<file path="config.mk">
export PLATFORM = sky130hd
export DESIGN_NAME = ctr_gen_top
export DESIGN_NICKNAME = d
export VERILOG_FILES = /design/src/hw/ctr_pkg.sv /design/src/hw/ctr_io_pkg.sv /design/src/hw/ctr_cmd_intake.sv /design/src/hw/ctr_fsm.sv /design/src/hw/ctr_reg.sv /design/src/hw/ctr_out_stage.sv /design/src/hw/ctr_gen_top.sv
export VERILOG_INCLUDE_DIRS = /design/src /design/src/hw
export SDC_FILE = /design/constraint.sdc
export NUM_CORES = 1
export LEC_CHECK = 0
export ABC_AREA = 1
export BUFFER_PORTS_ARGS = -buffer_cell sky130_fd_sc_hd__buf_2
export CAP_MARGIN = 10
export CORE_MARGIN = 2
export CORE_UTILIZATION = 40
export CTS_BUF_LIST = sky130_fd_sc_hd__clkbuf_8
export CTS_CLUSTER_DIAMETER = 30
export DETAILED_ROUTE_END_ITERATION = 10
export PLACE_DENSITY_LB_ADDON = 0.08
export RECOVER_POWER = 50
export SLEW_MARGIN = 30
export SYNTH_ARGS = -nofsm -noshare
export SYNTH_HDL_FRONTEND = slang
export SYNTH_SLANG_ARGS = --single-unit
</file>
<file path="constraint.sdc">
create_clock -name clk_i -period 9.9 [get_ports clk_i]
set_input_delay 0.495 -clock clk_i [delete_from_list [all_inputs] [get_ports clk_i]]
set_output_delay 0.495 -clock clk_i [all_outputs]
set_load 0.005 [all_outputs]
</file>
<file path="src/hw/ctr_defines.svh">
// Build-time sizing for the counter-block generator
// Slice geometry, intake buffer depth and output credit count

`ifndef CTR_DEFINES_SVH
`define CTR_DEFINES_SVH

////////////////////////////////////////
// Counter geometry
////////////////////////////////////////

// Bits handled per increment step
`define CTR_SLICE_W 16

// Slices per counter
// 8 slices of 16 bits give 128
`define CTR_NUM_SLICES 8

////////////////////////////////////////
// Flow control
////////////////////////////////////////

// Intake entries, also the upstream credits after reset
`define CTR_CMD_DEPTH 2

// Downstream credits after reset
`define CTR_OUT_CREDITS 2

`endif

</file>
<file path="src/hw/ctr_pkg.sv">
// Counter datapath types
// State encoding of the slice-serial increment FSM

`include "ctr_defines.svh"

package ctr_pkg;

  ////////////////////////////////////////
  // Datapath
  ////////////////////////////////////////

  // One slice, the unit of a single increment step
  typedef logic [`CTR_SLICE_W-1:0] ctr_slice_t;

  // Selects one slice of the counter
  typedef logic [$clog2(`CTR_NUM_SLICES)-1:0] ctr_slice_idx_t;

  // Whole counter value
  typedef logic [`CTR_SLICE_W*`CTR_NUM_SLICES-1:0] ctr_block_t;

  ////////////////////////////////////////
  // Control
  ////////////////////////////////////////

  // Counter FSM states
  // Every pair of codes differs in four bits
  // Single bit flips never land on another legal state
  typedef enum logic [5:0] {
    CTR_IDLE  = 6'b001011,
    CTR_INCR  = 6'b110001,
    CTR_ERROR = 6'b100110
  } ctr_state_e;

endpackage

</file>
<file path="src/hw/ctr_io_pkg.sv">
// Command and block formats at the generator boundary
// Command opcode encoding

package ctr_io_pkg;

  ////////////////////////////////////////
  // Upstream side
  ////////////////////////////////////////

  // What a command asks for
  typedef enum logic {
    CTR_OP_LOAD = 1'b0,
    CTR_OP_INCR = 1'b1
  } ctr_op_e;

  // Opcode plus initial value
  // iv only matters for a load
  typedef struct packed {
    ctr_op_e             op;
    ctr_pkg::ctr_block_t iv;
  } ctr_cmd_t;

  ////////////////////////////////////////
  // Downstream side
  ////////////////////////////////////////

  // Counter block stamped with its running number
  typedef struct packed {
    logic [31:0]         seq;
    ctr_pkg::ctr_block_t data;
  } ctr_blk_t;

endpackage

</file>
<file path="src/hw/ctr_cmd_intake.sv">
// Command intake FIFO with upstream credit return
// Pops LOADs and INCRs toward the counter register and FSM

`timescale 1ns/1ns

`include "ctr_defines.svh"

module ctr_cmd_intake (
  input  logic                 clk_i,
  input  logic                 rst_ni,
  input  logic                 cmd_valid_i,
  input  ctr_io_pkg::ctr_cmd_t cmd_i,
  output logic                 cmd_credit_o,
  input  logic                 fsm_ready_i,
  input  logic                 out_empty_i,
  output logic                 load_en_o,
  output ctr_pkg::ctr_block_t  load_val_o,
  output logic                 incr_o
);
  import ctr_io_pkg::*;

  localparam int unsigned depth = `CTR_CMD_DEPTH;
  localparam int unsigned ptr_w = (depth > 1) ? $clog2(depth) : 1;
  localparam int unsigned cnt_w = $clog2(depth + 1);

  ctr_cmd_t         mem_q [depth];
  logic [ptr_w-1:0] wr_ptr_q, rd_ptr_q;
  logic [cnt_w-1:0] count_q;
  logic             head_valid;
  ctr_cmd_t         head_cmd;
  logic             pop_load, pop_incr, pop;

  ////////////////////////////////////////
  // Head and pop decision
  ////////////////////////////////////////

  assign head_valid = (count_q != '0);
  assign head_cmd   = mem_q[rd_ptr_q];

  // Load only needs an idle FSM
  assign pop_load = head_valid && fsm_ready_i && (head_cmd.op == CTR_OP_LOAD);
  // Increment also needs room for the block it produces
  assign pop_incr = head_valid && fsm_ready_i && out_empty_i && (head_cmd.op == CTR_OP_INCR);
  assign pop      = pop_load || pop_incr;

  assign load_en_o    = pop_load;
  assign load_val_o   = head_cmd.iv;
  assign incr_o       = pop_incr;
  // One credit back per removed entry
  assign cmd_credit_o = pop;

  ////////////////////////////////////////
  // Storage and pointers
  ////////////////////////////////////////

  always_ff @(posedge clk_i) begin
    if (cmd_valid_i) begin
      mem_q[wr_ptr_q] <= cmd_i;
    end
  end

  always_ff @(posedge clk_i or negedge rst_ni) begin
    if (!rst_ni) begin
      wr_ptr_q <= '0;
      rd_ptr_q <= '0;
      count_q  <= '0;
    end else begin
      if (cmd_valid_i) begin
        wr_ptr_q <= (wr_ptr_q == ptr_w'(depth - 1)) ? '0 : wr_ptr_q + ptr_w'(1);
      end
      if (pop) begin
        rd_ptr_q <= (rd_ptr_q == ptr_w'(depth - 1)) ? '0 : rd_ptr_q + ptr_w'(1);
      end
      count_q <= count_q + cnt_w'(cmd_valid_i) - cnt_w'(pop);
    end
  end

  // Upstream must never outrun its credits
  a_no_write_when_full : assert property (@(posedge clk_i) disable iff (!rst_ni)
    cmd_valid_i |-> (count_q != cnt_w'(depth)))
    else $error("command written into a full intake buffer");

endmodule

</file>
<file path="src/hw/ctr_fsm.sv">
// Slice-serial counter increment FSM
// Carry chain across slices, terminal error state, sticky alert

`timescale 1ns/1ns

`include "ctr_defines.svh"

module ctr_fsm (
  input  logic                    clk_i,
  input  logic                    rst_ni,
  input  logic                    incr_i,
  input  logic                    fault_i,
  output logic                    ready_o,
  output logic                    alert_o,
  output ctr_pkg::ctr_slice_idx_t slice_idx_o,
  input  ctr_pkg::ctr_slice_t     slice_i,
  output ctr_pkg::ctr_slice_t     slice_o,
  output logic                    slice_we_o,
  output logic                    done_o
);
  import ctr_pkg::*;

  ctr_state_e            state_d, state_q;
  ctr_slice_idx_t        idx_d, idx_q;
  logic                  carry_d, carry_q;
  logic                  done_d, done_q;
  logic                  alert_q;
  logic [`CTR_SLICE_W:0] sum;

  ////////////////////////////////////////
  // Slice adder
  ////////////////////////////////////////

  // Top bit is the carry into the next slice
  assign sum     = {1'b0, slice_i} + {{`CTR_SLICE_W{1'b0}}, carry_q};
  assign slice_o = sum[`CTR_SLICE_W-1:0];

  ////////////////////////////////////////
  // Next state
  ////////////////////////////////////////

  always_comb begin
    state_d    = state_q;
    idx_d      = idx_q;
    carry_d    = carry_q;
    ready_o    = 1'b0;
    slice_we_o = 1'b0;

    unique case (state_q)
      CTR_IDLE: begin
        // Hold off while the finished block is being captured
        ready_o = ~done_q;
        if (incr_i) begin
          // Start at the lowest slice with a carry-in of one
          idx_d   = '0;
          carry_d = 1'b1;
          state_d = CTR_INCR;
        end
      end

      CTR_INCR: begin
        slice_we_o = 1'b1;
        idx_d      = idx_q + ctr_slice_idx_t'(1);
        carry_d    = sum[`CTR_SLICE_W];
        if (idx_q == ctr_slice_idx_t'(`CTR_NUM_SLICES - 1)) begin
          state_d = CTR_IDLE;
        end
      end

      // Terminal, only reset leaves it
      CTR_ERROR: begin
        state_d = CTR_ERROR;
      end

      // Corrupted state register
      default: begin
        state_d = CTR_ERROR;
      end
    endcase

    // External fault overrides everything
    if (fault_i) begin
      state_d = CTR_ERROR;
    end
  end

  // Last slice written this cycle
  assign done_d = (state_q == CTR_INCR) && (state_d == CTR_IDLE);

  ////////////////////////////////////////
  // Registers
  ////////////////////////////////////////

  always_ff @(posedge clk_i or negedge rst_ni) begin
    if (!rst_ni) begin
      state_q <= CTR_IDLE;
      idx_q   <= '0;
      carry_q <= 1'b0;
      done_q  <= 1'b0;
      alert_q <= 1'b0;
    end else begin
      state_q <= state_d;
      idx_q   <= idx_d;
      carry_q <= carry_d;
      done_q  <= done_d;
      // Sticky, set together with entry into the error state
      alert_q <= alert_q | (state_d == CTR_ERROR);
    end
  end

  assign slice_idx_o = idx_q;
  assign done_o      = done_q;
  assign alert_o     = alert_q;

  // Any state outside the working pair must have raised the alert
  a_state_valid : assert property (@(posedge clk_i) disable iff (!rst_ni)
    !alert_o |-> (state_q inside {CTR_IDLE, CTR_INCR}))
    else $error("counter FSM left its legal states without alert");

endmodule

</file>
<file path="src/hw/ctr_reg.sv">
// 128-bit counter register organised as slices
// Whole-value load, single-slice write and slice read port

`timescale 1ns/1ns

`include "ctr_defines.svh"

module ctr_reg (
  input  logic                    clk_i,
  input  logic                    rst_ni,
  input  logic                    load_en_i,
  input  ctr_pkg::ctr_block_t     load_val_i,
  input  ctr_pkg::ctr_slice_idx_t slice_idx_i,
  input  logic                    slice_we_i,
  input  ctr_pkg::ctr_slice_t     slice_wdata_i,
  output ctr_pkg::ctr_slice_t     slice_rdata_o,
  output ctr_pkg::ctr_block_t     value_o
);
  import ctr_pkg::*;

  // Slice 0 holds the least significant bits
  ctr_slice_t slices_q [`CTR_NUM_SLICES];

  always_ff @(posedge clk_i or negedge rst_ni) begin
    if (!rst_ni) begin
      for (int i = 0; i < `CTR_NUM_SLICES; i++) begin
        slices_q[i] <= '0;
      end
    end else if (load_en_i) begin
      // New initial value from a LOAD
      for (int i = 0; i < `CTR_NUM_SLICES; i++) begin
        slices_q[i] <= load_val_i[i*`CTR_SLICE_W +: `CTR_SLICE_W];
      end
    end else if (slice_we_i) begin
      slices_q[slice_idx_i] <= slice_wdata_i;
    end
  end

  // Read port feeding the FSM adder
  assign slice_rdata_o = slices_q[slice_idx_i];

  // Flattened value for the output stage
  always_comb begin
    for (int i = 0; i < `CTR_NUM_SLICES; i++) begin
      value_o[i*`CTR_SLICE_W +: `CTR_SLICE_W] = slices_q[i];
    end
  end

  // Intake only loads while the FSM is idle
  a_no_load_during_incr : assert property (@(posedge clk_i) disable iff (!rst_ni)
    !(load_en_i && slice_we_i))
    else $error("counter load collided with a slice write");

endmodule

</file>
<file path="src/hw/ctr_out_stage.sv">
// One-entry output holder for finished counter blocks
// Sequence stamping and downstream credit counting

`timescale 1ns/1ns

`include "ctr_defines.svh"

module ctr_out_stage (
  input  logic                 clk_i,
  input  logic                 rst_ni,
  input  logic                 done_i,
  input  ctr_pkg::ctr_block_t  value_i,
  output logic                 empty_o,
  output logic                 blk_valid_o,
  output ctr_io_pkg::ctr_blk_t blk_o,
  input  logic                 blk_credit_i
);
  import ctr_io_pkg::*;

  localparam int unsigned credits = `CTR_OUT_CREDITS;
  localparam int unsigned cred_w  = $clog2(credits + 1);

  logic              full_q;
  logic [cred_w-1:0] credit_q;
  logic [31:0]       seq_q;
  ctr_blk_t          blk_q;
  logic              send;

  // Held block leaves as soon as a credit is there
  assign send        = full_q && (credit_q != '0);
  assign blk_valid_o = send;
  assign blk_o       = blk_q;
  assign empty_o     = ~full_q;

  ////////////////////////////////////////
  // Control
  ////////////////////////////////////////

  always_ff @(posedge clk_i or negedge rst_ni) begin
    if (!rst_ni) begin
      full_q   <= 1'b0;
      credit_q <= cred_w'(credits);
      seq_q    <= '0;
    end else begin
      // Capture only arrives while empty
      full_q   <= done_i | (full_q & ~send);
      credit_q <= credit_q + cred_w'(blk_credit_i) - cred_w'(send);
      if (done_i) begin
        seq_q <= seq_q + 32'd1;
      end
    end
  end

  // Block payload
  always_ff @(posedge clk_i) begin
    if (done_i) begin
      blk_q.seq  <= seq_q;
      blk_q.data <= value_i;
    end
  end

  // Downstream may only return what it was given
  a_credit_bound : assert property (@(posedge clk_i) disable iff (!rst_ni)
    credit_q <= cred_w'(credits))
    else $error("downstream returned more credits than issued");

endmodule

</file>
<file path="src/hw/ctr_gen_top.sv">
// Counter-block generator top level
// Intake, counter FSM, counter register and output stage

`timescale 1ns/1ns

module ctr_gen_top (
  input  logic                 clk_i,
  input  logic                 rst_ni,
  input  logic                 cmd_valid_i,
  input  ctr_io_pkg::ctr_cmd_t cmd_i,
  output logic                 cmd_credit_o,
  input  logic                 fault_i,
  output logic                 alert_o,
  output logic                 blk_valid_o,
  output ctr_io_pkg::ctr_blk_t blk_o,
  input  logic                 blk_credit_i
);
  import ctr_pkg::*;

  // Intake to processing
  logic           load_en, incr, fsm_ready, out_empty;
  ctr_block_t     load_val;
  // FSM and register
  ctr_slice_idx_t slice_idx;
  ctr_slice_t     slice_rdata, slice_wdata;
  logic           slice_we;
  // Processing to output side
  logic           blk_done;
  ctr_block_t     ctr_value;

  ctr_cmd_intake u_intake (
    .clk_i        (clk_i),
    .rst_ni       (rst_ni),
    .cmd_valid_i  (cmd_valid_i),
    .cmd_i        (cmd_i),
    .cmd_credit_o (cmd_credit_o),
    .fsm_ready_i  (fsm_ready),
    .out_empty_i  (out_empty),
    .load_en_o    (load_en),
    .load_val_o   (load_val),
    .incr_o       (incr)
  );

  ctr_fsm u_fsm (
    .clk_i       (clk_i),
    .rst_ni      (rst_ni),
    .incr_i      (incr),
    .fault_i     (fault_i),
    .ready_o     (fsm_ready),
    .alert_o     (alert_o),
    .slice_idx_o (slice_idx),
    .slice_i     (slice_rdata),
    .slice_o     (slice_wdata),
    .slice_we_o  (slice_we),
    .done_o      (blk_done)
  );

  ctr_reg u_reg (
    .clk_i         (clk_i),
    .rst_ni        (rst_ni),
    .load_en_i     (load_en),
    .load_val_i    (load_val),
    .slice_idx_i   (slice_idx),
    .slice_we_i    (slice_we),
    .slice_wdata_i (slice_wdata),
    .slice_rdata_o (slice_rdata),
    .value_o       (ctr_value)
  );

  ctr_out_stage u_out (
    .clk_i        (clk_i),
    .rst_ni       (rst_ni),
    .done_i       (blk_done),
    .value_i      (ctr_value),
    .empty_o      (out_empty),
    .blk_valid_o  (blk_valid_o),
    .blk_o        (blk_o),
    .blk_credit_i (blk_credit_i)
  );

endmodule

</file>
* After elaboration in Yosys (flattened, before gate mapping)
Memory sizes are Yosys's and may differ from the RTL's.
Index checks and enable logic that the tools add are counted.
** Operators by class
- Add/subtract/negate cells :: 9
- Multiply operators :: 0
- Divide/modulo/power cells :: 0
- Order comparisons :: 2
- Equality and inequality tests :: 6
- Shift-type cells :: 0
- Muxes and demuxes :: 22
- Bitwise logic cells :: 8
- Reductions and logical operators :: 13
** Operator list (count)
- $mux W128 :: 2
- $bwmux W128 :: 1
- $bmux W16 S3 :: 1
- $demux W16 S3 :: 1
- $mux W16 :: 3
- $add A32 B1 Y32 const B :: 1
- $mux W6 :: 3
- $add A16 B1 Y17 :: 1
- $eq A6 B4 Y1 const B :: 2
- $eq A6 B6 Y1 const B :: 2
- $pmux W6 S2 :: 1
- $reduce_bool A2 Y1 :: 4
- $logic_and A1 B1 Y1 :: 7
- $mux W1 :: 7
- $pmux W3 S2 :: 1
- $add A2 B1 Y2 :: 2
- $ge A4 B4 Y1 const B :: 1
- $lt A4 B1 Y1 const B :: 1
- $not A1 Y1 :: 4
- $not A3 Y4 :: 1
- $sub A2 B1 Y2 :: 2
- $add A3 B1 Y3 const B :: 1
- $eq A3 B3 Y1 const B :: 1
- $mux W3 :: 1
- 7 further kinds :: 9
** Storage, ports and cells
- Bits in registers :: 339
- Bits in latches :: 0
- Memory bits (writable) :: 258
- Memory bits (read-only) :: 0
- Input port bits :: 134
- Memories kept :: 1
** Memory list
- u_intake.mem_q :: depth 2, width 129, read ports 1, clocked after memory_dff 0, write ports 1, line ctr_cmd_intake.sv:26 : ctr_cmd_t mem_q [depth];

* Longest topological paths before layout
- Depth after elaboration :: 10
- Depth in mapped cells :: 19
- Gate-level depth less buffers :: 17

* Modules after synthesis
A second synthesis with hierarchy kept.
** Second synthesis, totals
- Cells, all modules :: 2556
- Area total of the unflattened synthesis :: 25824.8 sq um
** By module, submodules not included
- ctr_cmd_intake :: instances 1, cells each 705, area an instance 9703.1 sq um, seq. area each 7847.5 sq um
- ctr_reg :: instances 1, cells each 1331, area an instance 8450.6 sq um, seq. area each 3203.1 sq um
- ctr_out_stage :: instances 1, cells each 397, area an instance 6805.3 sq um, seq. area each 5681.7 sq um
- ctr_fsm :: instances 1, cells each 123, area an instance 865.8 sq um, seq. area each 304.0 sq um

* Worst setup path after synthesis
Ideal clock, no wire load.
- Path kind :: input to register
- From :: in cmd_valid_i
- To :: mem u_intake.mem_q[0][0] in the netlist's numbering (enable)
- Setup time :: 0.622 ns
- Arrival time :: 5.931 ns
- Data required time :: 9.278 ns
- Path slack :: 3.347 ns
- Stages on the path :: 2
- Path through :: inv_1 > nor2_1
** Between the ends
- Word-level cells in the longest chain between the ends :: 2
** Ends and longest elaborated chain
- start: declaration :: line ctr_gen_top.sv:9 : input logic cmd_valid_i,
- $mux W1 :: line ctr_cmd_intake.sv:57 : if (cmd_valid_i) begin
- $mux W1 (implied by the code) :: line ctr_cmd_intake.sv:58 : mem_q[wr_ptr_q] <= cmd_i;
- end: declaration :: line ctr_cmd_intake.sv:26
Every way passes these cells.

==> metrics.md <==
| Metric | Value |
|---|---|
| H-tree levels | 4 |
| Ant. Diodes | 0 |
| Predominant post-synthesis flop cell | edfxtp_1 |
| Least-Margin Pin Slew | 4208 ps |
| Rel. slew slack | -180.5% |
| Share of layout cells above drive strength 1 | 18.16% |
| Yosys top cell by area | edfxtp_1 |
| Vias in the first global route | 17.41k |
| CTS tree | built |
| Initial antenna violation count | 1 |
| Cts hold-fix bufs | 133 |
| Hold Slack | 432.9 ps |
| Nets | 2656 |
| Clk_lat worst skew | 780 ps |
| Worst r2r src | u_fsm.done_o$_DFF_PN0_ |
| First-pass GRT wire length | 109800 um |
| Commonest cells post-synth | edfxtp_1, nand2_1, nor2_1 |
| Largest net degree at the start of global routing | 87 |
| Setup bufs post-CTS | 0 |
| FF-to-FF setup slack | 5030 ps |
| Core region area | 0.05924 mm^2 |
| EDFF count, synth | 418 |
| Critical path data required time | 10240 ps |
| Routed via count | 17.25k |
| DRC | 0 |
| WL final | 73330 um |
| # Max-Cap Violations | 5 |
| Hold_sp | cmd_i[33] |
| CP max stage cell | clkbuf_1 |
| Max Transition Viols Final | 216 |
| Fraction of registers with async set/reset | 29.98% |
| Maximum VDD drop | 0.1167 mV |
| Post-Syn Nets | 2151 |
| Port Buffers | 296 |
| Setup Skew | 29.68 ps |
| Die area | 0.06209 mm^2 |
| Status | finished, violations left |
| Syn_area_per_cell | 11.98 um^2 |
| Failing checks | capacitance limit, slew limit |
| Hpwl dp | 47640 um |
| Worst Setup End Kind | asynchronous set/reset pin |
| Static Leakage | 12.59 nW |
| Longest Clk Path Bufs | 3 |
| Fill cells | 5411 |
| WHS Path Cells | 2 |
| Crit start category | primary input |
| Final Hold Vio Count | 0 |
| # rows | 89 |
| Die width | 249.2 um |
| GPL Wtd Cong | 0.8302 |
| Fin crit share | 56.24% |
| Total clock sinks | 597 |
| Most common cell in the synthesized netlist | edfxtp_1 |
| Placed Area | 0.02636 mm^2 |
| Max incr delay on CP | 2910 ps |
| Initial DRC count | 1228 |
| Remaining Overflow, GRT | 0 |
| Worst hold endpoint | u_intake.mem_q[0][33]$_DFFE_PP_ |
| Die Y | 249.2 um |
| Mapped Area | 0.02405 mm^2 |
| Setup TNS | 0 ps |
| Count of cell types in the netlist | 45 |
| Reg2reg end | u_reg.value_o[40]$_DFFE_PN0P_ |
| Syn. warnings | 0 |
| Fmax achieved | 0.1796 GHz |
| Via density | 5.074 |
| Post-CTS Resized | 0 |
| RSZ-0062 raised after global routing | false |
| Starting Density | 40.59% |
| Gr usage total | 23.79% |
| Critical path class | in2async |
| IO Pins | 297 |
| ANT nets after route | 0 |
| Synthesis-to-layout area growth | 27.25% |
| CP Cell Sequence | dlygate4sd3_1 > clkbuf_1 > clkbuf_1 |
| WL/cell | 21.57 um |
| Total CTS buffers | 135 |
| Final Setup Violations | 0 |
| PwrDens | 208.5 mW/mm^2 |
| DRT Pass-1 Iters | 5 |
| Clock root buffer master | clkbuf_8 |
| Post-route cell area | 0.03060 mm^2 |
| Hold WC Path Type | in2reg |
| CP Max Fanout | 63 |
| Clock slew seen by the registers of the worst setup and hold paths | 60 ps |
| Synth Instances | 2008 |
| Yosys reg bits | 597 |
| Fin crit period | 5568 ps |
| Cell mode on critical path | clkbuf_1 |
| Post-synthesis sequential area ratio | 70.85% |
| Synth top area share | 52.20% |
| R2R depth | 8 |
| Worst EP arrival | 5910 ps |
| Largest cells by area after synthesis | edfxtp_1, dfrtp_1, nand2_1 |
area by class of cell:
class / count / area, um^2 / share of cell area [%]
sequential: 597 / 17040 / 55.69
timing repair buffer: 456 / 2905 / 9.494
tap: 773 / 967.2 / 3.161
multi-input combinational: 1169 / 6021 / 19.68
clock inverter: 100 / 1003 / 3.279
clock buffer: 151 / 2078 / 6.792
inverter: 154 / 584.3 / 1.909
critical path: cells and delay by family:
kind / cells / cell delay [ps]
buffers and inverters: 3 / 5350
worst max path at each step:
stage,startpoint,end,slack (ps),cells past startpoint
floorplan,cmd_valid_i,u_intake.mem_q[0][0]$_DFFE_PP_,3350,2
global placement,u_fsm.done_o$_DFF_PN0_,u_reg.value_o[40]$_DFFE_PN0P_,5960,8
detailed placement,u_fsm.done_o$_DFF_PN0_,u_reg.value_o[40]$_DFFE_PN0P_,5880,8
CTS,u_fsm.done_o$_DFF_PN0_,cmd_credit_o,5430,7
global route,rst_ni,u_reg.value_o[70]$_DFFE_PN0P_,3320,3
finish,rst_ni,u_reg.value_o[70]$_DFFE_PN0P_,4330,3
layout by cell type (no fill, tap or decap), drive strengths merged, types with 3 or more instances in the layout:
cell,instances
dfrtp,175
o221ai,16
clkinv,31
buf,198
clkbuf,276
nand2,392
dlygate4sd3,133
o211ai,20
or2,17
o32ai,20
xor2,27
nand4,12
clkinvlp,17
nor4,3
o31ai,68
edfxtp,418
bufinv,19
o21ai,24
inv,187
o21bai,51
dfstp,4
xnor2,14
o311ai,24
ha,9
nor3,12
nor2,278
nand3,174
a21oi,3
report_power, final:
group / internal [mW] / switching, mW / total [mW]
logic: 0.0780 / 0.215 / 0.293
clock network: 1.91 / 1.19 / 3.10
registers: 2.94 / 0.0505 / 2.99
state kept, by name, summed over array words and instances, names as in the netlist:
signal / flops
u_fsm.done_o: 1
u_out.seq_q: 32
u_out.blk_o: 160
u_fsm.state_q: 6
u_intake.rd_ptr_q: 1
u_intake.mem_q: 258
u_out.full_q: 1
u_reg.value_o: 128
u_out.credit_q: 2
u_fsm.carry_q: 1
u_fsm.alert_o: 1
u_intake.count_q: 2
u_intake.wr_ptr_q: 1
u_fsm.slice_idx_o: 3
per-stage QoR:
step / util, % / power [mW] / std cells / setup slack, ps
floorplan: - / 3.176 / 2008 / 3347
global placement: 44.40 / 3.288 / 3013 / 5960
detailed placement: 44.50 / 3.302 / 3015 / 5878
CTS: 51.95 / 6.457 / 3399 / 5433
global route: 51.65 / 6.619 / 3400 / 3317
finish: 51.65 / 6.381 / 3400 / 4332
kinds of logic after synthesis:
| family | Yosys count | synth area share (%) |
|---|---|---|
| buf+inv | 242 | 4.137 |
| flops | 597 | 70.85 |
| simple gates | 891 | 15.66 |
| mux | 1 | 0.04163 |
| fa+ha+maj | 9 | 0.4683 |
| xor+xnor | 41 | 1.587 |
| compound gates | 227 | 7.264 |
metal layers:
| metal | track usage (%) | vias up | routed length, um |
|---|---|---|---|
| met4 | 8.330 | 2 | 1915 |
| met5 | 0 | - | 13 |
| met2 | 38.33 | 546 | 34980 |
| met1 | 31.79 | 8496 | 32220 |
| met3 | 5.350 | 128 | 4195 |
| li1 | - | 8079 | - |
Note: power is estimated with default switching activity, not from simulation.
